### config.mk
export PLATFORM = sky130hd
export DESIGN_NAME = radio_block
export DESIGN_NICKNAME = d
export VERILOG_FILES = /design/src/radio_regs_pkg.sv /design/src/radio_types_pkg.sv /design/src/radio_block.sv /design/src/radio_core.sv /design/src/radio_rx_framer.sv /design/src/radio_tx_deframer.sv /design/src/settings_bus_mux.sv /design/src/timekeeper.sv
export SDC_FILE = /design/constraint.sdc
export NUM_CORES = 1
export LEC_CHECK = 0
export BUFFER_PORTS_ARGS = -buffer_cell sky130_fd_sc_hd__buf_2
export CAP_MARGIN = 20
export CELL_PAD_IN_SITES_DETAIL_PLACEMENT = 0
export CELL_PAD_IN_SITES_GLOBAL_PLACEMENT = 1
export CORE_ASPECT_RATIO = 0.7
export CORE_MARGIN = 2
export CORE_UTILIZATION = 39
export DETAILED_ROUTE_END_ITERATION = 6
export PLACE_DENSITY_LB_ADDON = 0.1
export SLEW_MARGIN = 0
export SYNTH_ARGS = -nofsm -noshare
export SYNTH_HDL_FRONTEND = slang
export SYNTH_SLANG_ARGS = --single-unit
### constraint.sdc
create_clock -name i_ce_clk -period 9.4 [get_ports i_ce_clk]
set_clock_uncertainty 0.15 [all_clocks]
set_input_delay 0.47 -clock i_ce_clk [delete_from_list [all_inputs] [get_ports i_ce_clk]]
set_output_delay 0.47 -clock i_ce_clk [all_outputs]
set_load 0.02 [all_outputs]
### src/radio_regs_pkg.sv
// Radio register map
// Settings addresses, control bit positions and readback codes shared by
// the timekeeper and the radio channels
`default_nettype none

package radio_regs_pkg;

  ////////////////////
  // Settings addresses
  ////////////////////
  localparam logic [7:0] SR_TIME_HI       = 8'd8;
  localparam logic [7:0] SR_TIME_LO       = 8'd9;
  localparam logic [7:0] SR_TIME_CTRL     = 8'd10;
  localparam logic [7:0] SR_RX_CTRL       = 8'd16;
  localparam logic [7:0] SR_RX_PKT_LEN    = 8'd17;
  localparam logic [7:0] SR_TX_CTRL       = 8'd24;
  localparam logic [7:0] SR_RB_ADDR       = 8'd32;
  // Everything from here up goes out on the external bus
  localparam logic [7:0] SR_EXTERNAL_BASE = 8'd128;

  // Control word bits
  localparam int TIME_CTRL_NOW_BIT = 0;
  localparam int TIME_CTRL_PPS_BIT = 1;
  localparam int CTRL_ENABLE_BIT   = 0;

  ////////////////////
  // Readback codes
  ////////////////////
  localparam logic [7:0] RB_VITA_TIME    = 8'd0;
  localparam logic [7:0] RB_VITA_LASTPPS = 8'd1;
  localparam logic [7:0] RB_RX_OVERFLOW  = 8'd2;
  localparam logic [7:0] RB_TX_UNDERRUN  = 8'd3;
  localparam logic [7:0] RB_COMPAT       = 8'd4;

  // Version reported in the top bits of RB_COMPAT
  localparam logic [15:0] COMPAT_VERSION = 16'h0102;

endpackage

`default_nettype wire

### src/radio_types_pkg.sv
// Radio data types
// Time, sample and settings widths plus the bundles used on the settings
// bus and on the RX and TX sample streams
`default_nettype none

package radio_types_pkg;

  // Plain widths
  typedef logic [63:0] vita_time_t;
  typedef logic [31:0] sample_t;
  typedef logic [7:0]  set_addr_t;
  typedef logic [31:0] set_data_t;
  typedef logic [63:0] rb_data_t;

  // Strobed settings write, one cycle per write
  typedef struct packed {
    logic      stb;
    set_addr_t addr;
    set_data_t data;
  } set_bus_t;

  // RX stream beat
  // tuser carries the time of the first sample in the packet
  typedef struct packed {
    sample_t    tdata;
    vita_time_t tuser;
    logic       tlast;
  } rx_axis_t;

  // TX stream beat
  typedef struct packed {
    sample_t tdata;
    logic    tlast;
  } tx_axis_t;

endpackage

`default_nettype wire

### src/radio_block.sv
// Multi-channel radio block
// One shared timekeeper fed through the settings mux, plus one radio
// channel per entry of the per-channel port arrays
`default_nettype none

module radio_block #(
  parameter int NUM_CHANNELS = 2
) (
  input  logic                      i_ce_clk,
  input  logic                      i_rst,
  input  logic                      i_pps,
  input  radio_types_pkg::set_bus_t i_set       [NUM_CHANNELS],
  input  radio_types_pkg::sample_t  i_rx_sample [NUM_CHANNELS],
  input  logic [NUM_CHANNELS-1:0]   i_rx_stb,
  output radio_types_pkg::rx_axis_t o_rx        [NUM_CHANNELS],
  output logic [NUM_CHANNELS-1:0]   o_rx_valid,
  input  logic [NUM_CHANNELS-1:0]   i_rx_ready,
  input  radio_types_pkg::tx_axis_t i_tx        [NUM_CHANNELS],
  input  logic [NUM_CHANNELS-1:0]   i_tx_valid,
  output logic [NUM_CHANNELS-1:0]   o_tx_ready,
  input  logic [NUM_CHANNELS-1:0]   i_tx_stb,
  output radio_types_pkg::sample_t  o_tx_sample [NUM_CHANNELS],
  output logic [NUM_CHANNELS-1:0]   o_rb_stb,
  output radio_types_pkg::rb_data_t o_rb_data   [NUM_CHANNELS],
  output radio_types_pkg::set_bus_t o_ext_set   [NUM_CHANNELS]
);
  import radio_types_pkg::*;

  set_bus_t   set_shared;
  vita_time_t vita_time;
  vita_time_t vita_time_lastpps;

  ////////////////////
  // Shared time
  ////////////////////
  settings_bus_mux #(
    .NUM_CHANNELS(NUM_CHANNELS)
  ) settings_bus_mux_inst (
    .i_ce_clk(i_ce_clk),
    .i_rst   (i_rst),
    .i_set   (i_set),
    .o_set   (set_shared)
  );

  // Time runs off channel 0's sample strobe
  timekeeper timekeeper_inst (
    .i_ce_clk           (i_ce_clk),
    .i_rst              (i_rst),
    .i_pps              (i_pps),
    .i_strobe           (i_rx_stb[0]),
    .i_set              (set_shared),
    .o_vita_time        (vita_time),
    .o_vita_time_lastpps(vita_time_lastpps)
  );

  ////////////////////
  // Channels
  ////////////////////
  for (genvar ch = 0; ch < NUM_CHANNELS; ch++) begin : gen_chan
    radio_core #(
      .RADIO_NUM(ch)
    ) radio_core_inst (
      .i_ce_clk           (i_ce_clk),
      .i_rst              (i_rst),
      .i_set              (i_set[ch]),
      .i_vita_time        (vita_time),
      .i_vita_time_lastpps(vita_time_lastpps),
      .i_rx_sample        (i_rx_sample[ch]),
      .i_rx_stb           (i_rx_stb[ch]),
      .o_rx               (o_rx[ch]),
      .o_rx_valid         (o_rx_valid[ch]),
      .i_rx_ready         (i_rx_ready[ch]),
      .i_tx               (i_tx[ch]),
      .i_tx_valid         (i_tx_valid[ch]),
      .o_tx_ready         (o_tx_ready[ch]),
      .i_tx_stb           (i_tx_stb[ch]),
      .o_tx_sample        (o_tx_sample[ch]),
      .o_rb_stb           (o_rb_stb[ch]),
      .o_rb_data          (o_rb_data[ch]),
      .o_ext_set          (o_ext_set[ch])
    );
  end

endmodule

`default_nettype wire

### src/radio_core.sv
// Radio channel
// Channel settings registers, readback mux and external settings decode,
// around the RX framer and TX deframer
`default_nettype none

module radio_core #(
  parameter int RADIO_NUM = 0
) (
  input  logic                        i_ce_clk,
  input  logic                        i_rst,
  input  radio_types_pkg::set_bus_t   i_set,
  input  radio_types_pkg::vita_time_t i_vita_time,
  input  radio_types_pkg::vita_time_t i_vita_time_lastpps,
  input  radio_types_pkg::sample_t    i_rx_sample,
  input  logic                        i_rx_stb,
  output radio_types_pkg::rx_axis_t   o_rx,
  output logic                        o_rx_valid,
  input  logic                        i_rx_ready,
  input  radio_types_pkg::tx_axis_t   i_tx,
  input  logic                        i_tx_valid,
  output logic                        o_tx_ready,
  input  logic                        i_tx_stb,
  output radio_types_pkg::sample_t    o_tx_sample,
  output logic                        o_rb_stb,
  output radio_types_pkg::rb_data_t   o_rb_data,
  output radio_types_pkg::set_bus_t   o_ext_set
);
  import radio_types_pkg::*;
  import radio_regs_pkg::*;

  localparam set_addr_t DEFAULT_PKT_LEN = 8'd255;

  logic      rx_enable;
  logic      tx_enable;
  set_addr_t rx_pkt_len;
  set_data_t overflow_count;
  set_data_t underrun_count;
  logic      wr_rb;
  rb_data_t  rb_sel;

  ////////////////////
  // Channel registers
  ////////////////////
  always_ff @(posedge i_ce_clk) begin
    if (i_rst) begin
      rx_enable  <= 1'b0;
      tx_enable  <= 1'b0;
      rx_pkt_len <= DEFAULT_PKT_LEN;
    end else if (i_set.stb) begin
      case (i_set.addr)
        SR_RX_CTRL:    rx_enable  <= i_set.data[CTRL_ENABLE_BIT];
        SR_RX_PKT_LEN: rx_pkt_len <= i_set.data[$bits(set_addr_t)-1:0];
        SR_TX_CTRL:    tx_enable  <= i_set.data[CTRL_ENABLE_BIT];
        default:       ;
      endcase
    end
  end

  ////////////////////
  // Readback
  ////////////////////
  assign wr_rb = i_set.stb && (i_set.addr == SR_RB_ADDR);

  // Selected straight from the write data, so values are taken at the write edge
  always_comb begin
    case (i_set.data[7:0])
      RB_VITA_TIME:    rb_sel = i_vita_time;
      RB_VITA_LASTPPS: rb_sel = i_vita_time_lastpps;
      RB_RX_OVERFLOW:  rb_sel = {32'd0, overflow_count};
      RB_TX_UNDERRUN:  rb_sel = {32'd0, underrun_count};
      RB_COMPAT:       rb_sel = {COMPAT_VERSION, 40'd0, 8'(RADIO_NUM)};
      default:         rb_sel = '0;
    endcase
  end

  always_ff @(posedge i_ce_clk) begin
    if (i_rst) begin
      o_rb_stb <= 1'b0;
    end else begin
      o_rb_stb <= wr_rb;
    end
  end

  always_ff @(posedge i_ce_clk) begin
    if (wr_rb) begin
      o_rb_data <= rb_sel;
    end
  end

  // External settings pass through, strobe only for the upper address range
  assign o_ext_set = '{stb:  i_set.stb && (i_set.addr >= SR_EXTERNAL_BASE),
                       addr: i_set.addr,
                       data: i_set.data};

  radio_rx_framer radio_rx_framer_inst (
    .i_ce_clk        (i_ce_clk),
    .i_rst           (i_rst),
    .i_enable        (rx_enable),
    .i_pkt_len       (rx_pkt_len),
    .i_vita_time     (i_vita_time),
    .i_rx_sample     (i_rx_sample),
    .i_rx_stb        (i_rx_stb),
    .o_rx            (o_rx),
    .o_rx_valid      (o_rx_valid),
    .i_rx_ready      (i_rx_ready),
    .o_overflow_count(overflow_count)
  );

  radio_tx_deframer radio_tx_deframer_inst (
    .i_ce_clk        (i_ce_clk),
    .i_rst           (i_rst),
    .i_enable        (tx_enable),
    .i_tx            (i_tx),
    .i_tx_valid      (i_tx_valid),
    .o_tx_ready      (o_tx_ready),
    .i_tx_stb        (i_tx_stb),
    .o_tx_sample     (o_tx_sample),
    .o_underrun_count(underrun_count)
  );

endmodule

`default_nettype wire

### src/radio_rx_framer.sv
// RX framer
// Packs strobed front-end samples into length-limited stream packets,
// stamped with the time of the first sample, and counts dropped samples
`default_nettype none

module radio_rx_framer (
  input  logic                        i_ce_clk,
  input  logic                        i_rst,
  input  logic                        i_enable,
  input  radio_types_pkg::set_addr_t  i_pkt_len,
  input  radio_types_pkg::vita_time_t i_vita_time,
  input  radio_types_pkg::sample_t    i_rx_sample,
  input  logic                        i_rx_stb,
  output radio_types_pkg::rx_axis_t   o_rx,
  output logic                        o_rx_valid,
  input  logic                        i_rx_ready,
  output radio_types_pkg::set_data_t  o_overflow_count
);
  import radio_types_pkg::*;

  set_addr_t len_eff;
  set_addr_t sample_cnt;
  logic      out_free;
  logic      accept_stb;
  logic      drop_stb;
  logic      pkt_end;

  // Length 0 behaves as single-sample packets
  assign len_eff = (i_pkt_len == '0) ? set_addr_t'(1) : i_pkt_len;

  // Output register can take a sample if empty or draining this cycle
  assign out_free   = !o_rx_valid || i_rx_ready;
  assign accept_stb = i_enable && i_rx_stb && out_free;
  assign drop_stb   = i_enable && i_rx_stb && !out_free;

  // >= so a shortened length still closes the packet
  assign pkt_end = (sample_cnt >= (len_eff - set_addr_t'(1)));

  ////////////////////
  // Control
  ////////////////////
  always_ff @(posedge i_ce_clk) begin
    if (i_rst) begin
      o_rx_valid       <= 1'b0;
      sample_cnt       <= '0;
      o_overflow_count <= '0;
    end else begin
      if (accept_stb) begin
        o_rx_valid <= 1'b1;
      end else if (i_rx_ready) begin
        o_rx_valid <= 1'b0;
      end

      // Disable or a drop abandons the packet in progress
      if (!i_enable || drop_stb) begin
        sample_cnt <= '0;
      end else if (accept_stb) begin
        sample_cnt <= pkt_end ? '0 : sample_cnt + 1'b1;
      end

      if (drop_stb) begin
        o_overflow_count <= o_overflow_count + 1'b1;
      end
    end
  end

  ////////////////////
  // Output beat
  ////////////////////
  always_ff @(posedge i_ce_clk) begin
    if (accept_stb) begin
      o_rx.tdata <= i_rx_sample;
      o_rx.tlast <= pkt_end;
      // Timestamp stays put for the rest of the packet
      if (sample_cnt == '0) begin
        o_rx.tuser <= i_vita_time;
      end
    end
  end

endmodule

`default_nettype wire

### src/radio_tx_deframer.sv
// TX deframer
// Hands one stream sample to the front end on each TX strobe, sends zero
// when the stream has nothing, and counts those underruns
`default_nettype none

module radio_tx_deframer (
  input  logic                       i_ce_clk,
  input  logic                       i_rst,
  input  logic                       i_enable,
  input  radio_types_pkg::tx_axis_t  i_tx,
  input  logic                       i_tx_valid,
  output logic                       o_tx_ready,
  input  logic                       i_tx_stb,
  output radio_types_pkg::sample_t   o_tx_sample,
  output radio_types_pkg::set_data_t o_underrun_count
);
  import radio_types_pkg::*;

  logic take_sample;
  logic underrun;

  // Pull a beat only when the front end asks for one
  assign o_tx_ready  = i_tx_stb && i_enable;
  assign take_sample = o_tx_ready && i_tx_valid;
  assign underrun    = o_tx_ready && !i_tx_valid;

  always_ff @(posedge i_ce_clk) begin
    if (i_rst) begin
      o_tx_sample      <= '0;
      o_underrun_count <= '0;
    end else begin
      if (i_tx_stb) begin
        // Zero fill when disabled or starved
        o_tx_sample <= take_sample ? i_tx.tdata : sample_t'(0);
      end
      if (underrun) begin
        o_underrun_count <= o_underrun_count + 1'b1;
      end
    end
  end

endmodule

`default_nettype wire

### src/settings_bus_mux.sv
// Settings bus multiplexer
// Merges the per-channel settings writes onto one bus, lowest channel first,
// holding one pending write per channel
`default_nettype none

module settings_bus_mux #(
  parameter int NUM_CHANNELS = 2
) (
  input  logic                      i_ce_clk,
  input  logic                      i_rst,
  input  radio_types_pkg::set_bus_t i_set [NUM_CHANNELS],
  output radio_types_pkg::set_bus_t o_set
);
  import radio_types_pkg::*;

  logic [NUM_CHANNELS-1:0] pend_valid;
  set_addr_t               pend_addr [NUM_CHANNELS];
  set_data_t               pend_data [NUM_CHANNELS];
  logic [NUM_CHANNELS-1:0] eff_valid;
  set_addr_t               eff_addr  [NUM_CHANNELS];
  set_data_t               eff_data  [NUM_CHANNELS];
  logic [NUM_CHANNELS-1:0] grant;
  set_addr_t               sel_addr;
  set_data_t               sel_data;
  logic                    out_stb;
  set_addr_t               out_addr;
  set_data_t               out_data;

  // A fresh write replaces whatever the channel still has pending
  always_comb begin
    for (int ch = 0; ch < NUM_CHANNELS; ch++) begin
      eff_valid[ch] = i_set[ch].stb | pend_valid[ch];
      eff_addr[ch]  = i_set[ch].stb ? i_set[ch].addr : pend_addr[ch];
      eff_data[ch]  = i_set[ch].stb ? i_set[ch].data : pend_data[ch];
    end
  end

  // Fixed priority, one-hot grant
  always_comb begin
    grant    = '0;
    sel_addr = '0;
    sel_data = '0;
    for (int ch = 0; ch < NUM_CHANNELS; ch++) begin
      if (eff_valid[ch] && (grant == '0)) begin
        grant[ch] = 1'b1;
        sel_addr  = eff_addr[ch];
        sel_data  = eff_data[ch];
      end
    end
  end

  always_ff @(posedge i_ce_clk) begin
    if (i_rst) begin
      pend_valid <= '0;
      out_stb    <= 1'b0;
    end else begin
      pend_valid <= eff_valid & ~grant;
      out_stb    <= |eff_valid;
    end
  end

  always_ff @(posedge i_ce_clk) begin
    for (int ch = 0; ch < NUM_CHANNELS; ch++) begin
      pend_addr[ch] <= eff_addr[ch];
      pend_data[ch] <= eff_data[ch];
    end
    out_addr <= sel_addr;
    out_data <= sel_data;
  end

  assign o_set = '{stb: out_stb, addr: out_addr, data: out_data};

endmodule

`default_nettype wire

### src/timekeeper.sv
// Shared VITA timekeeper
// Counts front-end strobes, loads a new time now or at the next PPS edge
// and captures the time at every PPS edge
`default_nettype none

module timekeeper (
  input  logic                        i_ce_clk,
  input  logic                        i_rst,
  input  logic                        i_pps,
  input  logic                        i_strobe,
  input  radio_types_pkg::set_bus_t   i_set,
  output radio_types_pkg::vita_time_t o_vita_time,
  output radio_types_pkg::vita_time_t o_vita_time_lastpps
);
  import radio_types_pkg::*;
  import radio_regs_pkg::*;

  set_data_t time_hi;
  set_data_t time_lo;
  logic      armed;
  logic      pps_d;
  logic      pps_rise;
  logic      wr_ctrl;
  logic      load_now;
  logic      load_pps;

  assign pps_rise = i_pps & ~pps_d;
  assign wr_ctrl  = i_set.stb && (i_set.addr == SR_TIME_CTRL);
  assign load_now = wr_ctrl && i_set.data[TIME_CTRL_NOW_BIT];
  assign load_pps = armed && pps_rise;

  // Load value, written ahead of the control word
  always_ff @(posedge i_ce_clk) begin
    if (i_set.stb && (i_set.addr == SR_TIME_HI)) begin
      time_hi <= i_set.data;
    end
    if (i_set.stb && (i_set.addr == SR_TIME_LO)) begin
      time_lo <= i_set.data;
    end
  end

  always_ff @(posedge i_ce_clk) begin
    if (i_rst) begin
      o_vita_time         <= '0;
      o_vita_time_lastpps <= '0;
      armed               <= 1'b0;
      pps_d               <= 1'b0;
    end else begin
      pps_d <= i_pps;
      // Load wins over counting
      if (load_now || load_pps) begin
        o_vita_time <= {time_hi, time_lo};
      end else if (i_strobe) begin
        o_vita_time <= o_vita_time + 1'b1;
      end
      if (pps_rise) begin
        o_vita_time_lastpps <= o_vita_time;
      end
      // Arming write takes precedence over a same-cycle disarm
      if (load_pps) begin
        armed <= 1'b0;
      end
      if (wr_ctrl && i_set.data[TIME_CTRL_PPS_BIT]) begin
        armed <= 1'b1;
      end
    end
  end

endmodule

`default_nettype wire

; ---- After elaboration in Yosys (flattened, before gate mapping)
; Memory sizes are Yosys's and may differ from the RTL's.
; Cells that the tools add are included.
[totals]
out_inout_bits = 474
elab_cells = 160
ramBits = 80
inputBits = 223
memories = 2
reg_bits = 791
[memory_table]
columns = memory, words, word_bits, rd, rd_clocked_by_memory_dff, wr, line
row1 = settings_bus_mux_inst.pend_data, 2, 32, 2, 0, 2, settings_bus_mux.sv:18  ; set_data_t pend_data [NUM_CHANNELS];
row2 = settings_bus_mux_inst.pend_addr, 2, 8, 2, 0, 2, settings_bus_mux.sv:17  ; set_addr_t pend_addr [NUM_CHANNELS];
[classes]
add_sub_neg = 9
bitwise = 7
n_reduce_logical = 57
n_mux = 26
eq_ne = 19
order_cmp = 4
[ops]
columns = operator, count
row1 = $pmux W64 S5, 2
row2 = $mux W32, 6
row3 = $add A32 B1 Y32 const B, 4
row4 = $mux W64, 2
row5 = $add A64 B1 Y64 const B, 1
row6 = $mux W8, 8
row7 = $eq A8 B5 Y1 const B, 6
row8 = $logic_not A8 Y1, 6
row9 = $eq A8 B2 Y1 const B, 4
row10 = $eq A8 B4 Y1 const B, 3
row11 = $logic_and A1 B1 Y1, 23
row12 = $add A8 B1 Y8 const B, 2
row13 = $eq A8 B1 Y1 const B, 2
row14 = $eq A8 B3 Y1 const B, 2
row15 = $eq A8 B6 Y1 const B, 2
row16 = $ge A8 B8 Y1, 2
row17 = $ge A8 B8 Y1 const B, 2
row18 = $reduce_and A2 Y1, 8
row19 = $sub A8 B1 Y8 const B, 2
row20 = $logic_not A1 Y1, 8
row21 = $mux W1, 8
row22 = $reduce_bool A2 Y1, 4
row23 = $reduce_or A2 Y1, 3
row24 = $logic_or A1 B1 Y1, 5
row25 = 5 further kinds, 7

; ---- Longest topological paths before layout
[logic_depth]
ltp_word = 7
ltp_mapped = 13
depth_no_buf = 13

; ---- By module
; A second synthesis with hierarchy kept.
[hier_totals]
hier_cells = 3229
area_unflattened_um2 = 35888.2
[by_module_without_submodules]
columns = module, seq_area_each_um2, area_per_inst_um2, instances, cells_each
row1 = radio_rx_framer, 3733.6, 5302.6, 2, 385
row2 = timekeeper, 4524.3, 7933.9, 1, 828
row3 = radio_tx_deframer, 1281.2, 2752.6, 2, 324
row4 = radio_core at gen_chan[1].radio_core_inst, 2142.1, 4287.9, 1, 357
row5 = radio_core at gen_chan[0].radio_core_inst, 2142.1, 4219.0, 1, 310
row6 = settings_bus_mux, 1641.6, 3337.0, 1, 316

; ---- Least setup slack after synthesis
; No wires, ideal clock.
[synth_timing]
path_kind = input-to-reg
startpoint = input i_rx_stb[0]
endpoint = register, netlist name gen_chan[0].radio_core_inst.radio_rx_framer_inst.o_rx[10]
arrival_ns = 8.118
slack_ns = 0.487
stages = 6
setup_ns = 0.645
path_buffers = 2
path_cell_list = buf_4 > nand2_1 > nor2b_1 > clkbuf_1 > nand2_1 > nor4_1
[synth_between]
elab_chain_cells = 3
[synth_rtl]
columns = element, line
row1 = start: declaration, radio_block.sv:14  ; input logic [NUM_CHANNELS-1:0] i_rx_stb,
row2 = $logic_and A1 B1 Y1 (2 in series), radio_rx_framer.sv:33  ; assign accept_stb = i_enable && i_rx_stb && out_free;
row3 = net gen_chan[0].radio_core_inst.radio_rx_framer_inst.accept_stb, radio_rx_framer.sv:24  ; logic accept_stb;
row4 = $reduce_and A2 Y1 (no line), n/a
; The timed path passes the listed nets, and every way through them passes these cells.
; A chain may end at the register's enable or synchronous reset.

; ---- Worst setup path in the final report
[layout_timing]
startpoint = register gen_chan[1].radio_core_inst.rx_pkt_len[3]
endpoint = register gen_chan[1].radio_core_inst.radio_rx_framer_inst.sample_cnt[3]
[layout_between]
elab_chain_cells = 5
[layout_rtl]
columns = element, line
row1 = start: declaration, radio_core.sv:35  ; set_addr_t rx_pkt_len;
row2 = start signal: assignment, radio_core.sv:52  ; SR_RX_PKT_LEN: rx_pkt_len <= i_set.data[$bits(set_addr_t)-1:0];
row3 = $logic_not A8 Y1, radio_rx_framer.sv:29  ; assign len_eff = (i_pkt_len == '0) ? set_addr_t'(1) : i_pkt_len;
row4 = $mux W8 *, radio_rx_framer.sv:29
row5 = $sub A8 B1 Y8 *, radio_rx_framer.sv:37  ; assign pkt_end = (sample_cnt >= (len_eff - set_addr_t'(1)));
row6 = $ge A8 B8 Y1 *, radio_rx_framer.sv:37
row7 = net gen_chan[1].radio_core_inst.radio_rx_framer_inst.pkt_end, radio_rx_framer.sv:26  ; logic pkt_end;
row8 = $mux W8 *, radio_rx_framer.sv:58  ; sample_cnt <= pkt_end ? '0 : sample_cnt + 1'b1;
row9 = end signal: assignment, radio_rx_framer.sv:58
row10 = end: declaration, radio_rx_framer.sv:22  ; set_addr_t sample_cnt;
; Mark *: on every way through the listed nets, which the timed path passes. The rest lies on a longest branch.

==> run summary <==
status: finished, final reports clean
Hold Path Class: in -> reg
initial DRC count: 1738
Hold Slack: 0.0439 ns
Routed Antenna Nets: 0
Top FF cell, synth: dfxtp_1
Peak VDD IR: 0.120 mV
Placer Congestion: 0.848
Yosys Warn Count: 0
post-CTS sizing: 0
clock latency at the later pin of the worst-skew pair: 0.66 ns
vias in the first global route: 24500
area grow syn2layout: 26.1%
Mapped Cells: 2919
CTS max path bufs: 3
Worst Path Max Fanout: 8
core area: 85800 µm²
Worst Path Required: 9.84 ns
ys async rst share: 0%
initial core utilization: 39.3%
top-count cell post-synth: dfxtp_1
FP Rows: 90
RSZ-0062 raised after global routing: false
DR vias: 24800
setup tns final: 0 ns
filler cell count: 7743
Max Cap Viol: 0
FF-to-FF setup slack: 5.84 ns
critical-path cell list: or3_1 -> or4_1 -> o21ba_2 -> ha_1 -> nor3b_1 -> xnor2_1 -> ha_1 -> a21o_1 -> a21oi_1 -> o31ai_1 -> a2111o_1 -> nor2_1
slowest stage delay, CP: 0.56 ns
Worst Setup End Kind: flip-flop
final period utilization: 37.8%
Post-Syn Area: 33700 µm²
Final setup viols: 0
Slew @ Worst Pin: 1.06 ns
Avg Synthesized Cell Area: 11.5 µm²
Setup crit start kind: flip-flop
IO Pins: 697
Final #Nets: 3926
post-synthesis cell type count: 56
PwrDens: 178 nW/µm²
Wirelength per Cell: 20.4 µm
Hold Startpoint: i_set[45]
leakage: 16.2 nW
min cycle time layout: 3.56 ns
Die ar.: 88800 µm²
Commonest cells post-synth: dfxtp_1 (444), edfxtp_1 (386), nor2_1 (312), nand2_1 (283), a21oi_1 (155)
post-synth top area share: 34.4%
Comb pwr share: 4.3%
PortBufs: 694
Crit Path Class: reg -> reg
fmax: 281 MHz
Root Driver: clkbuf_16
first-pass GRT wire length: 150000 µm
Area contributors post-synth: edfxtp_1 (34%), dfxtp_1 (26%), mux4_2 (4.1%)
share of post-route cells with drive strength above 1: 26.3%
total track usage: 22.0%
part of the power in the clock network: 45.1%
Worst path slowest cell: a2111o_1
R2R Path Start: gen_chan[1].radio_core_inst.rx_pkt_len[3]
DRC viols: 0
overflow left after global routing: 0
final hold vios: 0
Post-synth EDFFs: 386
sequential area share after synthesis: 60.8%
Critical path origin: gen_chan[1].radio_core_inst.rx_pkt_len[3]
syn_nets: 3169
cell taking the most area after synthesis: edfxtp_1
switching part of the total: 22.6%
Detailed Routing Iterations Pass 1: 5
drt total wl: 99800 µm
non-filler instance count after layout: 4899
Cells after DPL: 4534
Reg power frac: 50.6%
vias per inst: 5.06
Worst-path clk slew: 0.06 ns
Final HPWL DP: 69500 µm
Hold EP: settings_bus_mux_inst.out_data[4]
CTS tree: done
Num CTS Buffers: 85
max_slew headroom: 29.3%
FF+latch count, synth: 830
H-Tree Depth: 3
width of the die: 355 µm
antenna violations before repair: 5
Clock Sinks: 830
Slew Limit Fails: 0
WHS Path Cells: 3
crit path DAT: 4.00 ns
total net switching power: 1.71 mW
P_int: 5.86 mW
cells on worst reg2reg path: 12
die height: 250 µm
Top cell by count, worst path: ha_1
largest net degree at the start of global routing: 125
==> cell usage in the layout, fill, tap and decap left out, drive strengths merged, types with 48 or more instances in the layout <==
cell         synthesis  routed
buf                120     725
dfxtp              444     444
a22o                64      64
xnor2               79      79
nor2               312     312
nand4               61      61
edfxtp             386     386
dlygate4sd3          0     201
a211oi              59      59
nand3               68      68
nand2              283     283
mux4                63      63
nor2b              135     135
a21oi              155     155
inv                 46      52
clkbuf             136     114
xor2               113     113
nor3                48      48
==> worst max-delay path: cells and delay by family, from the launching register on <==
family / cells / cell delay [ns]
flip-flops: 1 / 0.36
adder cells (fa/ha/maj): 2 / 0.51
XOR/XNOR: 1 / 0.14
AO/OA/AOI/OAI: 5 / 1.22
AND/OR/NAND/NOR: 4 / 1.13
==> metrics by stage <==
step	util (%)	total power, mW	worst slack, ns	area, µm²
2_1_floorplan	-	4.06	0.487	33700
3_3_place_gp	43.8	4.16	5.86	37600
3_5_place_dp	43.8	4.17	5.86	37600
4_1_cts	49.4	7.65	5.84	42400
5_1_grt	49.5	7.82	5.60	42500
6_report	49.5	7.56	5.84	42500
==> how the worst max path moves through the flow <==
stage	endpoint	slack, ns
2_1_floorplan	flip-flop	0.49
3_3_place_gp	flip-flop	5.86
3_5_place_dp	flip-flop	5.86
4_1_cts	flip-flop	5.84
5_1_grt	flip-flop	5.60
6_report	flip-flop	5.84
==> timing repair <==
action                    CTS  global route
hold endpoints to repair  200             0
hold buffers              201             0
buffers inserted            0             0
==> cells by family (layout without fill, tap and decap cells) <==
| group | count (synthesis) | in the layout | synth area share, % |
|---|---|---|---|
| adder cells (fa/ha/maj) | 27 | 27 | 1.00 |
| AND/OR/NAND/NOR | 1092 | 1092 | 15.9 |
| multiplexers | 113 | 113 | 5.87 |
| AO/OA/AOI/OAI | 363 | 363 | 6.98 |
| flip-flops | 830 | 830 | 60.8 |
| buffers and inverters | 302 | 1131 | 4.43 |
| other | 0 | 1 | 0 |
| XOR/XNOR | 192 | 192 | 4.99 |
==> power by group through the flow <==
stage	clock [mW]	sequential, mW	combinational, mW
after floorplan	0	3.89	0.168
after global placement	0	3.91	0.258
after detailed placement	0	3.91	0.262
after CTS	3.49	3.83	0.329
after global routing	3.64	3.83	0.353
final	3.41	3.83	0.328
==> metal layers <==
| layer | share of wire [%] | track usage [%] | routed length [µm] | vias up |
|---|---|---|---|---|
| met5 | 0 | 0 | 0 | - |
| met4 | 1.9 | 5.28 | 1860 | 0 |
| met3 | 6.9 | 4.45 | 6910 | 130 |
| met2 | 46 | 34.5 | 45700 | 798 |
| met1 | 45 | 31.2 | 45300 | 12100 |
| li1 | - | - | - | 11800 |
==> area by class of cell <==
| cell class | count | area [µm²] | share of cell area, % |
|---|---|---|---|
| inverters | 46 | 173 | 0.407 |
| diodes | 1 | 2.50 | 0.00589 |
| repair buffers | 926 | 5770 | 13.6 |
| well taps | 1150 | 1440 | 3.39 |
| clock inverters | 45 | 438 | 1.03 |
| clock buffers | 114 | 2370 | 5.58 |
| multi-input cells | 1787 | 11800 | 27.8 |
| flip-flops and latches | 830 | 20500 | 48.2 |
No activity file was read; power rests on OpenSTA's default activity.
